**config.mk**
```make
export PLATFORM = sky130hd
export DESIGN_NAME = uart_word_top
export DESIGN_NICKNAME = d
export VERILOG_FILES = /design/src/verilog/uart_word_pkg.sv /design/src/verilog/uart_rx.sv /design/src/verilog/rx_word_assembler.sv /design/src/verilog/word_accumulator.sv /design/src/verilog/tx_word_serializer.sv /design/src/verilog/uart_tx.sv /design/src/verilog/uart_word_top.sv
export SDC_FILE = /design/constraint.sdc
export NUM_CORES = 1
export LEC_CHECK = 0
export ABC_AREA = 1
export BUFFER_PORTS_ARGS = -buffer_cell sky130_fd_sc_hd__buf_2
export CAP_MARGIN = 30
export CORE_UTILIZATION = 60
export CTS_BUF_LIST = sky130_fd_sc_hd__clkbuf_4 sky130_fd_sc_hd__clkbuf_8
export DETAILED_ROUTE_END_ITERATION = 10
export HOLD_SLACK_MARGIN = 0.02
export PLACE_DENSITY = 0.76
export SLEW_MARGIN = 20
export SYNTH_ARGS = -nofsm -noshare
export SYNTH_HDL_FRONTEND = slang
export SYNTH_HIERARCHICAL = 1
export SYNTH_SLANG_ARGS = --single-unit
```
**constraint.sdc**
```tcl
create_clock -name clk -period 6.2 [get_ports clk]
set_clock_uncertainty 0.15 [all_clocks]
set_input_delay 0.62 -clock clk [delete_from_list [all_inputs] [get_ports clk]]
set_output_delay 0.62 -clock clk [all_outputs]
set_load 0.1 [all_outputs]
```
**src/verilog/uart_word_pkg.sv**
```systemverilog
`default_nettype none

package uart_word_pkg;

    ////////////////////////////////////////////////////////////
    // Serial line timing
    ////////////////////////////////////////////////////////////

    // Clock cycles per serial bit
    localparam int CLKS_PER_BIT = 16;

    // Bytes packed into one word, LSB first
    localparam int BYTES_PER_WORD = 4;

    ////////////////////////////////////////////////////////////
    // Data types
    ////////////////////////////////////////////////////////////

    // One data byte as seen on the serial line
    typedef logic [7:0] byte_t;

    // Assembled word, also the running sum
    typedef logic [31:0] word_t;

    // Lane of a byte inside a word, 0 is bits 7:0
    typedef logic [1:0] byte_idx_t;

    // Oversampling tick count or data bit count
    typedef logic [3:0] bit_cnt_t;

    ////////////////////////////////////////////////////////////
    // State machines
    ////////////////////////////////////////////////////////////

    // Receiver FSM
    typedef enum logic [1:0] {
        RX_IDLE,
        RX_START,
        RX_DATA,
        RX_STOP
    } rx_state_t;

    // Transmitter FSM
    typedef enum logic [1:0] {
        TX_IDLE,
        TX_START,
        TX_DATA,
        TX_STOP
    } tx_state_t;

endpackage

`default_nettype wire

```
**src/verilog/uart_rx.sv**
```systemverilog
`default_nettype none

module uart_rx
    import uart_word_pkg::*;
(
    input  logic  clk,
    input  logic  rst,
    input  logic  rx,
    output byte_t rx_byte,
    output logic  rx_byte_valid,
    output logic  frame_error
);

    ////////////////////////////////////////////////////////////
    // Input synchronizer and edge detect
    ////////////////////////////////////////////////////////////

    logic rx_meta;
    logic rx_sync;
    logic rx_last;

    // Two flops against metastability, third one for the edge
    always_ff @(posedge clk) begin
        if (rst) begin
            rx_meta <= 1'b1;
            rx_sync <= 1'b1;
            rx_last <= 1'b1;
        end else begin
            rx_meta <= rx;
            rx_sync <= rx_meta;
            rx_last <= rx_sync;
        end
    end

    ////////////////////////////////////////////////////////////
    // Receive FSM
    ////////////////////////////////////////////////////////////

    rx_state_t state;
    bit_cnt_t  tick;
    bit_cnt_t  bit_idx;
    byte_t     shift;

    // Shift register already holds the byte when the strobe fires
    assign rx_byte = shift;

    always_ff @(posedge clk) begin
        if (rst) begin
            state         <= RX_IDLE;
            tick          <= '0;
            bit_idx       <= '0;
            rx_byte_valid <= 1'b0;
            frame_error   <= 1'b0;
        end else begin
            // Strobes last one cycle only
            rx_byte_valid <= 1'b0;
            frame_error   <= 1'b0;
            unique case (state)
                RX_IDLE: begin
                    tick <= '0;
                    // Falling edge marks a possible start bit
                    if (rx_last && !rx_sync) begin
                        state <= RX_START;
                    end
                end
                RX_START: begin
                    if (tick == bit_cnt_t'(CLKS_PER_BIT / 2 - 1)) begin
                        tick    <= '0;
                        bit_idx <= '0;
                        // Line back high at mid bit, just a glitch
                        state   <= rx_sync ? RX_IDLE : RX_DATA;
                    end else begin
                        tick <= tick + 1'b1;
                    end
                end
                RX_DATA: begin
                    if (tick == bit_cnt_t'(CLKS_PER_BIT - 1)) begin
                        tick  <= '0;
                        // Sample at mid bit, LSB arrives first
                        shift <= {rx_sync, shift[7:1]};
                        if (bit_idx == 4'd7) begin
                            state <= RX_STOP;
                        end else begin
                            bit_idx <= bit_idx + 1'b1;
                        end
                    end else begin
                        tick <= tick + 1'b1;
                    end
                end
                RX_STOP: begin
                    if (tick == bit_cnt_t'(CLKS_PER_BIT - 1)) begin
                        tick  <= '0;
                        state <= RX_IDLE;
                        // Low stop bit drops the byte
                        if (rx_sync) begin
                            rx_byte_valid <= 1'b1;
                        end else begin
                            frame_error <= 1'b1;
                        end
                    end else begin
                        tick <= tick + 1'b1;
                    end
                end
                default: state <= RX_IDLE;
            endcase
        end
    end

endmodule

`default_nettype wire

```
**src/verilog/rx_word_assembler.sv**
```systemverilog
`default_nettype none

module rx_word_assembler
    import uart_word_pkg::*;
(
    input  logic  clk,
    input  logic  rst,
    input  byte_t rx_byte,
    input  logic  rx_byte_valid,
    output word_t word,
    output logic  word_valid
);

    ////////////////////////////////////////////////////////////
    // Byte packing
    ////////////////////////////////////////////////////////////

    byte_idx_t pos;
    word_t     stage;
    word_t     stage_nxt;
    logic      last_lane;

    // Drop the incoming byte into its lane
    always_comb begin
        stage_nxt = stage;
        stage_nxt[{pos, 3'b000} +: 8] = rx_byte;
    end

    assign last_lane = (pos == byte_idx_t'(BYTES_PER_WORD - 1));

    // Position and strobe
    always_ff @(posedge clk) begin
        if (rst) begin
            pos        <= '0;
            word_valid <= 1'b0;
        end else begin
            word_valid <= rx_byte_valid && last_lane;
            if (rx_byte_valid) begin
                // Wrap back to bits 7:0 after the top lane
                pos <= last_lane ? '0 : pos + 1'b1;
            end
        end
    end

    // Staging and output words carry data only
    always_ff @(posedge clk) begin
        if (rx_byte_valid) begin
            stage <= stage_nxt;
            if (last_lane) begin
                word <= stage_nxt;
            end
        end
    end

endmodule

`default_nettype wire

```
**src/verilog/word_accumulator.sv**
```systemverilog
`default_nettype none

module word_accumulator
    import uart_word_pkg::*;
(
    input  logic  clk,
    input  logic  rst,
    input  word_t word,
    input  logic  word_valid,
    output word_t sum,
    output logic  sum_valid
);

    ////////////////////////////////////////////////////////////
    // Running sum
    ////////////////////////////////////////////////////////////

    word_t total;
    word_t total_nxt;

    // 32-bit add, carry out is dropped so it wraps
    assign total_nxt = total + word;

    always_ff @(posedge clk) begin
        if (rst) begin
            total     <= '0;
            sum_valid <= 1'b0;
        end else begin
            // New total shows up together with the strobe
            sum_valid <= word_valid;
            if (word_valid) begin
                total <= total_nxt;
            end
        end
    end

    // Sum port follows the register
    assign sum = total;

endmodule

`default_nettype wire

```
**src/verilog/tx_word_serializer.sv**
```systemverilog
`default_nettype none

module tx_word_serializer
    import uart_word_pkg::*;
(
    input  logic  clk,
    input  logic  rst,
    input  word_t sum,
    input  logic  sum_valid,
    input  logic  tx_busy,
    output byte_t tx_byte,
    output logic  tx_start
);

    ////////////////////////////////////////////////////////////
    // Active word plus one pending slot
    ////////////////////////////////////////////////////////////

    word_t     active;
    logic      active_valid;
    byte_idx_t pos;
    word_t     pending;
    logic      pending_valid;

    word_t     active_nxt;
    logic      active_valid_nxt;
    byte_idx_t pos_nxt;
    word_t     pending_nxt;
    logic      pending_valid_nxt;
    logic      issue;
    logic      last_lane;

    // Busy rises a cycle after the pulse, so block that cycle too
    assign issue     = active_valid && !tx_busy && !tx_start;
    assign last_lane = (pos == byte_idx_t'(BYTES_PER_WORD - 1));

    always_comb begin
        active_nxt        = active;
        active_valid_nxt  = active_valid;
        pos_nxt           = pos;
        pending_nxt       = pending;
        pending_valid_nxt = pending_valid;
        if (issue) begin
            if (last_lane) begin
                // Word done, promote whatever waits
                active_nxt        = pending;
                active_valid_nxt  = pending_valid;
                pending_valid_nxt = 1'b0;
                pos_nxt           = '0;
            end else begin
                pos_nxt = pos + 1'b1;
            end
        end
        // New sum goes to the free slot
        if (sum_valid) begin
            if (!active_valid_nxt) begin
                active_nxt       = sum;
                active_valid_nxt = 1'b1;
            end else begin
                // A full pending slot is overwritten
                pending_nxt       = sum;
                pending_valid_nxt = 1'b1;
            end
        end
    end

    // Control state
    always_ff @(posedge clk) begin
        if (rst) begin
            active_valid  <= 1'b0;
            pending_valid <= 1'b0;
            pos           <= '0;
            tx_start      <= 1'b0;
        end else begin
            active_valid  <= active_valid_nxt;
            pending_valid <= pending_valid_nxt;
            pos           <= pos_nxt;
            tx_start      <= issue;
        end
    end

    // Data path
    always_ff @(posedge clk) begin
        active  <= active_nxt;
        pending <= pending_nxt;
        if (issue) begin
            tx_byte <= active[{pos, 3'b000} +: 8];
        end
    end

endmodule

`default_nettype wire

```
**src/verilog/uart_tx.sv**
```systemverilog
`default_nettype none

module uart_tx
    import uart_word_pkg::*;
(
    input  logic  clk,
    input  logic  rst,
    input  byte_t tx_byte,
    input  logic  tx_start,
    output logic  tx,
    output logic  tx_busy
);

    ////////////////////////////////////////////////////////////
    // Transmit FSM
    ////////////////////////////////////////////////////////////

    tx_state_t state;
    bit_cnt_t  tick;
    bit_cnt_t  bit_idx;
    byte_t     shift;
    logic      bit_end;

    // Last cycle of the current bit
    assign bit_end = (tick == bit_cnt_t'(CLKS_PER_BIT - 1));

    // Busy from the cycle after start to the end of stop
    assign tx_busy = (state != TX_IDLE);

    always_ff @(posedge clk) begin
        if (rst) begin
            state   <= TX_IDLE;
            tick    <= '0;
            bit_idx <= '0;
            tx      <= 1'b1;
        end else begin
            unique case (state)
                TX_IDLE: begin
                    tick <= '0;
                    if (tx_start) begin
                        // Start bit goes out right away
                        tx    <= 1'b0;
                        shift <= tx_byte;
                        state <= TX_START;
                    end
                end
                TX_START: begin
                    if (bit_end) begin
                        tick    <= '0;
                        bit_idx <= '0;
                        tx      <= shift[0];
                        shift   <= {1'b1, shift[7:1]};
                        state   <= TX_DATA;
                    end else begin
                        tick <= tick + 1'b1;
                    end
                end
                TX_DATA: begin
                    if (bit_end) begin
                        tick <= '0;
                        if (bit_idx == 4'd7) begin
                            // Eight bits sent, stop bit is high
                            tx    <= 1'b1;
                            state <= TX_STOP;
                        end else begin
                            tx      <= shift[0];
                            shift   <= {1'b1, shift[7:1]};
                            bit_idx <= bit_idx + 1'b1;
                        end
                    end else begin
                        tick <= tick + 1'b1;
                    end
                end
                TX_STOP: begin
                    if (bit_end) begin
                        tick  <= '0;
                        state <= TX_IDLE;
                    end else begin
                        tick <= tick + 1'b1;
                    end
                end
                default: begin
                    tx    <= 1'b1;
                    state <= TX_IDLE;
                end
            endcase
        end
    end

endmodule

`default_nettype wire

```
**src/verilog/uart_word_top.sv**
```systemverilog
`default_nettype none

module uart_word_top
    import uart_word_pkg::*;
(
    input  logic clk,
    input  logic rst,
    input  logic rx,
    output logic tx,
    output logic frame_error
);

    ////////////////////////////////////////////////////////////
    // Links between the blocks
    ////////////////////////////////////////////////////////////

    byte_t rx_byte;
    logic  rx_byte_valid;
    word_t word;
    logic  word_valid;
    word_t sum;
    logic  sum_valid;
    byte_t tx_byte;
    logic  tx_start;
    logic  tx_busy;

    // Input side
    uart_rx u_uart_rx (
        .clk           (clk),
        .rst           (rst),
        .rx            (rx),
        .rx_byte       (rx_byte),
        .rx_byte_valid (rx_byte_valid),
        .frame_error   (frame_error)
    );

    rx_word_assembler u_rx_word_assembler (
        .clk           (clk),
        .rst           (rst),
        .rx_byte       (rx_byte),
        .rx_byte_valid (rx_byte_valid),
        .word          (word),
        .word_valid    (word_valid)
    );

    // Running sum
    word_accumulator u_word_accumulator (
        .clk        (clk),
        .rst        (rst),
        .word       (word),
        .word_valid (word_valid),
        .sum        (sum),
        .sum_valid  (sum_valid)
    );

    // Output side
    tx_word_serializer u_tx_word_serializer (
        .clk       (clk),
        .rst       (rst),
        .sum       (sum),
        .sum_valid (sum_valid),
        .tx_busy   (tx_busy),
        .tx_byte   (tx_byte),
        .tx_start  (tx_start)
    );

    uart_tx u_uart_tx (
        .clk      (clk),
        .rst      (rst),
        .tx_byte  (tx_byte),
        .tx_start (tx_start),
        .tx       (tx),
        .tx_busy  (tx_busy)
    );

endmodule

`default_nettype wire

```
==> results of run 1 <==
path summary, 6_finish.rpt:
path                                     from                        endpoint  slack, ps  cells after the start
hold reg to reg             u_uart_rx/rx_meta               u_uart_rx/rx_sync        250                      1
setup reg to reg  u_tx_word_serializer/pos[0]  u_tx_word_serializer/active[6]       3920                      6
setup / recovery  u_tx_word_serializer/pos[0]  u_tx_word_serializer/active[6]       3920                      6
hold / removal                             rx               u_uart_rx/rx_meta        140                      2
worst register-to-register path: cells and delay by family, from the launching register on:
kind / cells / cell delay (ps)
AO/OA/AOI/OAI: 2 / 360
AND/OR/NAND/NOR: 3 / 270
adder cells (fa/ha/maj): 1 / 790
flip-flops: 1 / 600
registers in the layout, summed over array words and instances (netlist names), 2 cells and up, named ones only:
name / cells
u_word_accumulator/sum: 32
u_uart_tx/shift: 8
u_uart_rx/rx_byte: 8
u_uart_rx/tick: 4
u_rx_word_assembler/pos: 2
u_tx_word_serializer/active: 32
u_uart_tx/state: 2
u_rx_word_assembler/stage: 32
u_uart_tx/bit_idx: 4
u_tx_word_serializer/pending: 32
u_uart_tx/tick: 4
u_uart_rx/bit_idx: 4
u_tx_word_serializer/tx_byte: 8
u_rx_word_assembler/word: 32
u_tx_word_serializer/pos: 2
cell families (layout without fill, tap and decap cells):
| group | after synthesis | after routing | share of synthesized area [%] |
|---|---|---|---|
| AOI/OAI and AO/OA | 166 | 166 | 7.27 |
| xor gates and xnor gates | 20 | 20 | 1.49 |
| adders and majority gates | 48 | 48 | 5.17 |
| buffers and inverters | 262 | 304 | 9.09 |
| DFF | 219 | 219 | 47.5 |
| and+or+nand+nor | 816 | 816 | 29.5 |
Yosys cell counts (4+ instances only):
cell type	instances	share of area (%)
ha_1	47	5.0
nand3_1	100	4.3
xor2_1	8	0.60
nand2_2	20	1.1
xnor2_1	12	0.89
buf_2	12	0.51
a21oi_1	55	2.3
dfxtp_1	99	17
nor2_4	4	0.38
buf_6	7	0.67
o21ai_1	19	0.81
or2_2	4	0.21
inv_1	208	6.6
o21ai_0	83	3.5
clkbuf_1	13	0.41
nand3_2	9	0.77
nor2_2	10	0.53
edfxtp_1	120	31
nor2_1	134	4.3
nand4_1	15	0.80
o21bai_1	4	0.26
nand2_1	510	16
buf_4	5	0.32
inv_2	12	0.38
layer usage:
| metal | track usage, % | wire length [um] |
|---|---|---|
| met1 | 32.7 | 11100 |
| met2 | 44.7 | 12000 |
| met3 | 4.00 | 1180 |
| met4 | 12.7 | 1030 |
| met5 | 0 | 0 |
layout make-up:
type                    instances  area, sq um  share of cell area [%]
flip-flops and latches        219         5590                    44.0
multi-input cells            1050         5110                    40.2
inverters                     223          837                    6.59
clock buffers                  49          618                    4.86
well taps                     260          325                    2.56
clock inverters                18          118                   0.926
repair buffers                 14          110                   0.866
power groups by stage:
stage / sequential, mW / clock [mW] / combinational [mW]
after floorplan: 1.68 / 0 / 0.269
after global placement: 1.67 / 0 / 0.341
after detailed placement: 1.67 / 0 / 0.351
after CTS: 1.64 / 1.29 / 0.354
after global routing: 1.65 / 1.36 / 0.410
final: 1.64 / 1.26 / 0.353
stage by stage:
stage,hold WS (ps),cells
floorplan,239,1531
global placement,244,1763
detailed placement,244,1764
CTS,124,1831
global route,133,1833
finish,143,1833
==> summary.md, run 1 <==
| Metric | Value |
|---|---|
| Cts bufs inserted | 37 |
| Seq cells post-synth | approximately 220 |
| Async S/R FF share, synth | 0% |
| Nets | ~1,600 |
| Global-route wire length before repair | about 42 mm |
| Hold Crit Class | in -> reg |
| Commonest cells after routing, fill and taps aside | nand2_1, inv_1, nor2_1 |
| Peak Freq | between 400 and 500 MHz |
| Die Width | ~140 um |
| CP Class | reg -> reg |
| P&R area growth vs syn | 7.97% |
| Die ar. | approximately 20,000 sq um |
| Pint | roughly 2.4 mW |
| Power Density | approximately 260 nW/um^2 |
| Final setup margin | 3920 ps |
| Ports | 5 |
| Setup bufs post-CTS | 0 |
| RSZ-0062 raised after global routing | no |
| CTS tree | yes |
| Seq pwr share | between 50% and 60% |
| TNS Setup | 0 ps |
| Largest net degree at the start of global routing | 74 |
| Sw Ratio | about 26% |
| CP Launch Type | flip-flop |
| I/O Buffers | 4 |
| Crit path max-delay family | adder cells |
| WL per Instance | 13.8 um |
| Placement-stage cell area | approximately 12,000 sq um |
| Reg clk slew, reported paths | ~60 ps |
| Seq/Total Area, Yosys | 47.5% |
| Status | finished clean |
| Syn Area/Cell | between 7 and 8 sq um |
| # rows | 50 |
| CP endpoint kind | flip-flop |
| Worst-path fanout max | 25 |
| Worst path slowest cell | ha_1 |
| Combinational share of power | 10.8% |
| Syn_nets | 1,582 |
| Worst-Margin Slew | around 830 ps |
| Fill cells | between 1,500 and 2,000 |
| Clock buffer depth | 3 |
| Clk root buf | clkbuf_8 |
| Initial DRC Count | between 800 and 900 |
| Final hold violation count | 0 |
| Leakage Power | 5.90 nW |
| Max IR drop VDD | around 0.00023 V |
| Worst-Skew Late Latency | 530 ps |
| Power, Total | approximately 3.3 mW |
| Clock network fraction of total power | 38.8% |
| Overflow after GRT | 0 |
| Syn Inst Count | 1,531 |
| Final setup fails | 0 |
| Core area | ~19,000 sq um |
| CP arrival | approximately 2600 ps |
| GRT Util Overall | approximately a quarter |
| Mapped cell area | between 10,000 and 15,000 sq um |
| H-tree lvl count | 2 |
| Hpwl dp | approximately 18 mm |
| Vias | approximately 9,500 |
| Routability congestion estimate | 0.969 |
| Chip height | about 140 um |
| Via density | 5.17 |
| P_sw | between 0.8 and 0.9 mW |
| CP Buf/Inv Count | 0 |
| Distinct cells, synth | 36 |
| Sink Count | between 200 and 250 |
| ANT cells | 0 |
| Final wirelength | 25.3 mm |
| Detail Route Antenna Nets | 0 |
| Commonest non-fill, non-tap cell in the layout | nand2_1 |
| Utilization after layout | around two thirds |
| Starting Density | between 60% and 70% |
| CP peak stage delay | 790 ps |
| Crit path time final | 2280 ps |
| Relative slew slack | between 40% and 50% |
| CP required | ~6500 ps |
| Vias in the first global route | 8,840 |
| Max Cap Viol | 0 |
| Final instance area | between 10,000 and 15,000 sq um |
| Post-CTS Hold Fix Bufs | 0 |
| Post-synth EDFFs | 120 |
| DR pass1 iterations | 5 |
| Cell mode on critical path | nand2_1 |
| CP Cell Sequence | ha_1 -> o21ai_0 -> nand2_1 -> o21ai_0 -> nand2_1 -> nand2_1 |
| Layout cells sized above 1 | a little under a tenth |
| Synth Warn # | 6 |
| Max-slew violations | 0 |
| Crit share post-route | between 30% and 40% |
| Initial antenna violation count | 0 |
| Post-route DRC | 0 |
| Resize count post-CTS | 0 |
| Most used DFF post-synth | edfxtp_1 |
| Pre-CTS setup slack | about 3700 ps |
(Power assumes the default switching activity.)
==> run 2: changes to the inputs <==
==> constraint.sdc (replaced) <==
create_clock -name clk -period 2.3 [get_ports clk]
set_clock_uncertainty 0.15 [all_clocks]
set_input_delay 0.23 -clock clk [delete_from_list [all_inputs] [get_ports clk]]
set_output_delay 0.23 -clock clk [all_outputs]
set_load 0.1 [all_outputs]
==> summary.md, run 2 (synthesis results as in run 1) <==
| Metric | Value |
|---|---|
| Status | finished clean (unchanged) |
| Vias in the first global route | 8,904 (was 8,840) |
| Cts bufs inserted | 38 (was 37) |
| Worst-Skew Late Latency | 520 ps (was 530 ps) |
| Cell mode on critical path | nand2_1 (unchanged) |
| Largest net degree at the start of global routing | 74 (unchanged) |
| Max IR drop VDD | 0.000480 V (was 0.000234 V) |
| Die Width | 142 um (unchanged) |
| CP endpoint kind | flip-flop (unchanged) |
| Commonest cells after routing, fill and taps aside | nand2_1, inv_1, nor2_1 (unchanged) |
| Placement-stage cell area | 12,100 sq um (was 12,000 sq um) |
| Hold Crit Class | reg -> reg (was in -> reg) |
| CP arrival | 2390 ps (was 2550 ps) |
| Chip height | 142 um (unchanged) |
| Final instance area | 13,000 sq um (was 12,700 sq um) |
| CTS tree | yes (unchanged) |
| Clk root buf | clkbuf_8 (unchanged) |
| WL per Instance | 14.2 um (was 13.8 um) |
| Global-route wire length before repair | 42.3 mm (was 41.9 mm) |
| ANT cells | 0 (unchanged) |
| P&R area growth vs syn | 10.2% (was 7.97%) |
| RSZ-0062 raised after global routing | no (unchanged) |
| Crit share post-route | 92.6% (was 36.8%) |
| Final hold violation count | 0 (unchanged) |
| Power Density | 717 nW/um^2 (was 256 nW/um^2) |
| H-tree lvl count | 2 (unchanged) |
| I/O Buffers | 4 (unchanged) |
| Layout cells sized above 1 | 10.5% (was 9.15%) |
| CP Buf/Inv Count | 3 (was 0) |
| Fill cells | 1,544 (was 1,599) |
| Detail Route Antenna Nets | 0 (unchanged) |
| Sink Count | 219 (unchanged) |
| Crit path time final | 2130 ps (was 2280 ps) |
| # rows | 50 (unchanged) |
| Clock buffer depth | 3 (unchanged) |
| Final setup fails | 0 (unchanged) |
| Hpwl dp | 18.8 mm (was 17.9 mm) |
| Relative slew slack | 60.9% (was 44.6%) |
| GRT Util Overall | 26.7% (was 26.3%) |
| Multi-input gate area | 5130 sq um (was 5110 sq um) |
| CP Cell Sequence | ha_1 -> nand2_1 -> inv_1 -> nand2_1 -> inv_1 -> a21oi_1 -> nand2_2 -> nand2_1 -> nand2_1 -> nand2_1 -> nand3_1 -> nand2_1 -> inv_1 (was ha_1 -> o21ai_0 -> nand2_1 -> o21ai_0 -> nand2_1 -> nand2_1) |
| TNS Setup | 0 ps (unchanged) |
| Nets | 1,609 (was 1,596) |
| Vias | 9,507 (was 9,473) |
| Utilization after layout | 68.4% (was 67.0%) |
| Starting Density | 62.1% (unchanged) |
| Initial antenna violation count | 0 (unchanged) |
| Initial DRC Count | 622 (was 802) |
| Core area | 19,000 sq um (unchanged) |
| Worst hold margin | 278 ps (was 143 ps) |
| Overflow after GRT | 0 (unchanged) |
| Routability congestion estimate | 0.890 (was 0.969) |
| Max-slew violations | 0 (unchanged) |
| DR pass1 iterations | 6 (was 5) |
| CP required | 2560 ps (was 6470 ps) |
| Max Cap Viol | 0 (unchanged) |
| Final wirelength | 26.3 mm (was 25.3 mm) |
| CP Launch Type | flip-flop (unchanged) |
| Via density | 5.14 (was 5.17) |
| Leakage Power | 6.03 nW (was 5.90 nW) |
| Crit path max-delay family | simple AND/OR/NAND/NOR gates (was adder cells) |
| CP peak stage delay | 380 ps (was 790 ps) |
| Worst-path fanout max | 4 (was 25) |
| Post-route DRC | 0 (unchanged) |
| Reg clk slew, reported paths | 60 ps (about the same) |
| FF+latch area | 5590 sq um (about the same) |
| CP Class | reg -> reg (unchanged) |
| Peak Freq | 469 MHz (was 438 MHz) |
| Die ar. | 20,200 sq um (unchanged) |
| Worst path slowest cell | edfxtp_1 (was ha_1) |
| Commonest non-fill, non-tap cell in the layout | nand2_1 (unchanged) |
| Worst-Margin Slew | 586 ps (was 832 ps) |
| Ports | 5 (unchanged) |
[run 2: power breakdown]
| group | leakage, nW | total, mW | internal [mW] | switching, mW |
|---|---|---|---|---|
| Sequential | 1.87 | 4.42 | 4.32 | 0.0988 |
| Clock | 0.456 | 3.92 | 2.38 | 1.54 |
| Combinational | 3.71 | 0.971 | 0.332 | 0.639 |
| Total | 6.03 | 9.31 | 7.03 | 2.27 |
[run 2: metrics by stage]
step                      total power [mW]  std cells  setup slack, ps
after CTS                             9.39       1848              115
after floorplan                       5.25       1531              141
after detailed placement              5.47       1776              136
after global routing                  9.71       1848             2.33
after global placement                5.43       1776              166
final                                 9.31       1848              169
[run 2: layout make-up]
| class | instances | share of cell area [%] |
|---|---|---|
| Sequential cell | 219 | 43.1 |
| Multi-Input combinational cell | 1050 | 39.6 |
| Inverter | 223 | 6.45 |
| Clock buffer | 60 | 5.69 |
| Tap cell | 260 | 2.51 |
| Timing Repair Buffer | 26 | 1.76 |
| Clock inverter | 10 | 0.964 |
[run 2: final timing paths]
kind | start | to | slack (ps) | cells after the start
hold reg to reg | u_uart_rx/rx_meta | u_uart_rx/rx_sync | 280 | 1
setup reg to reg | u_rx_word_assembler/word[11] | u_word_accumulator/sum[22] | 170 | 13
setup / recovery | u_rx_word_assembler/word[11] | u_word_accumulator/sum[22] | 170 | 13
hold / removal | u_uart_rx/rx_meta | u_uart_rx/rx_sync | 280 | 1
[run 2: what timing repair did]
item                                    CTS  global route
hold endpoints to repair                  5             0
hold buffers                              2             0
setup buffers                             0             0
resized for setup                         0             4
endpoints found under the setup margin    0             3
[run 2: per-layer routing]
metal	vias up	global-route usage [%]	wire length (um)
met5	-	0	0
met3	74	3.57	1110
met2	233	45.7	12500
met1	4271	33.4	11500
li1	4929	-	-
met4	0	12.9	1190
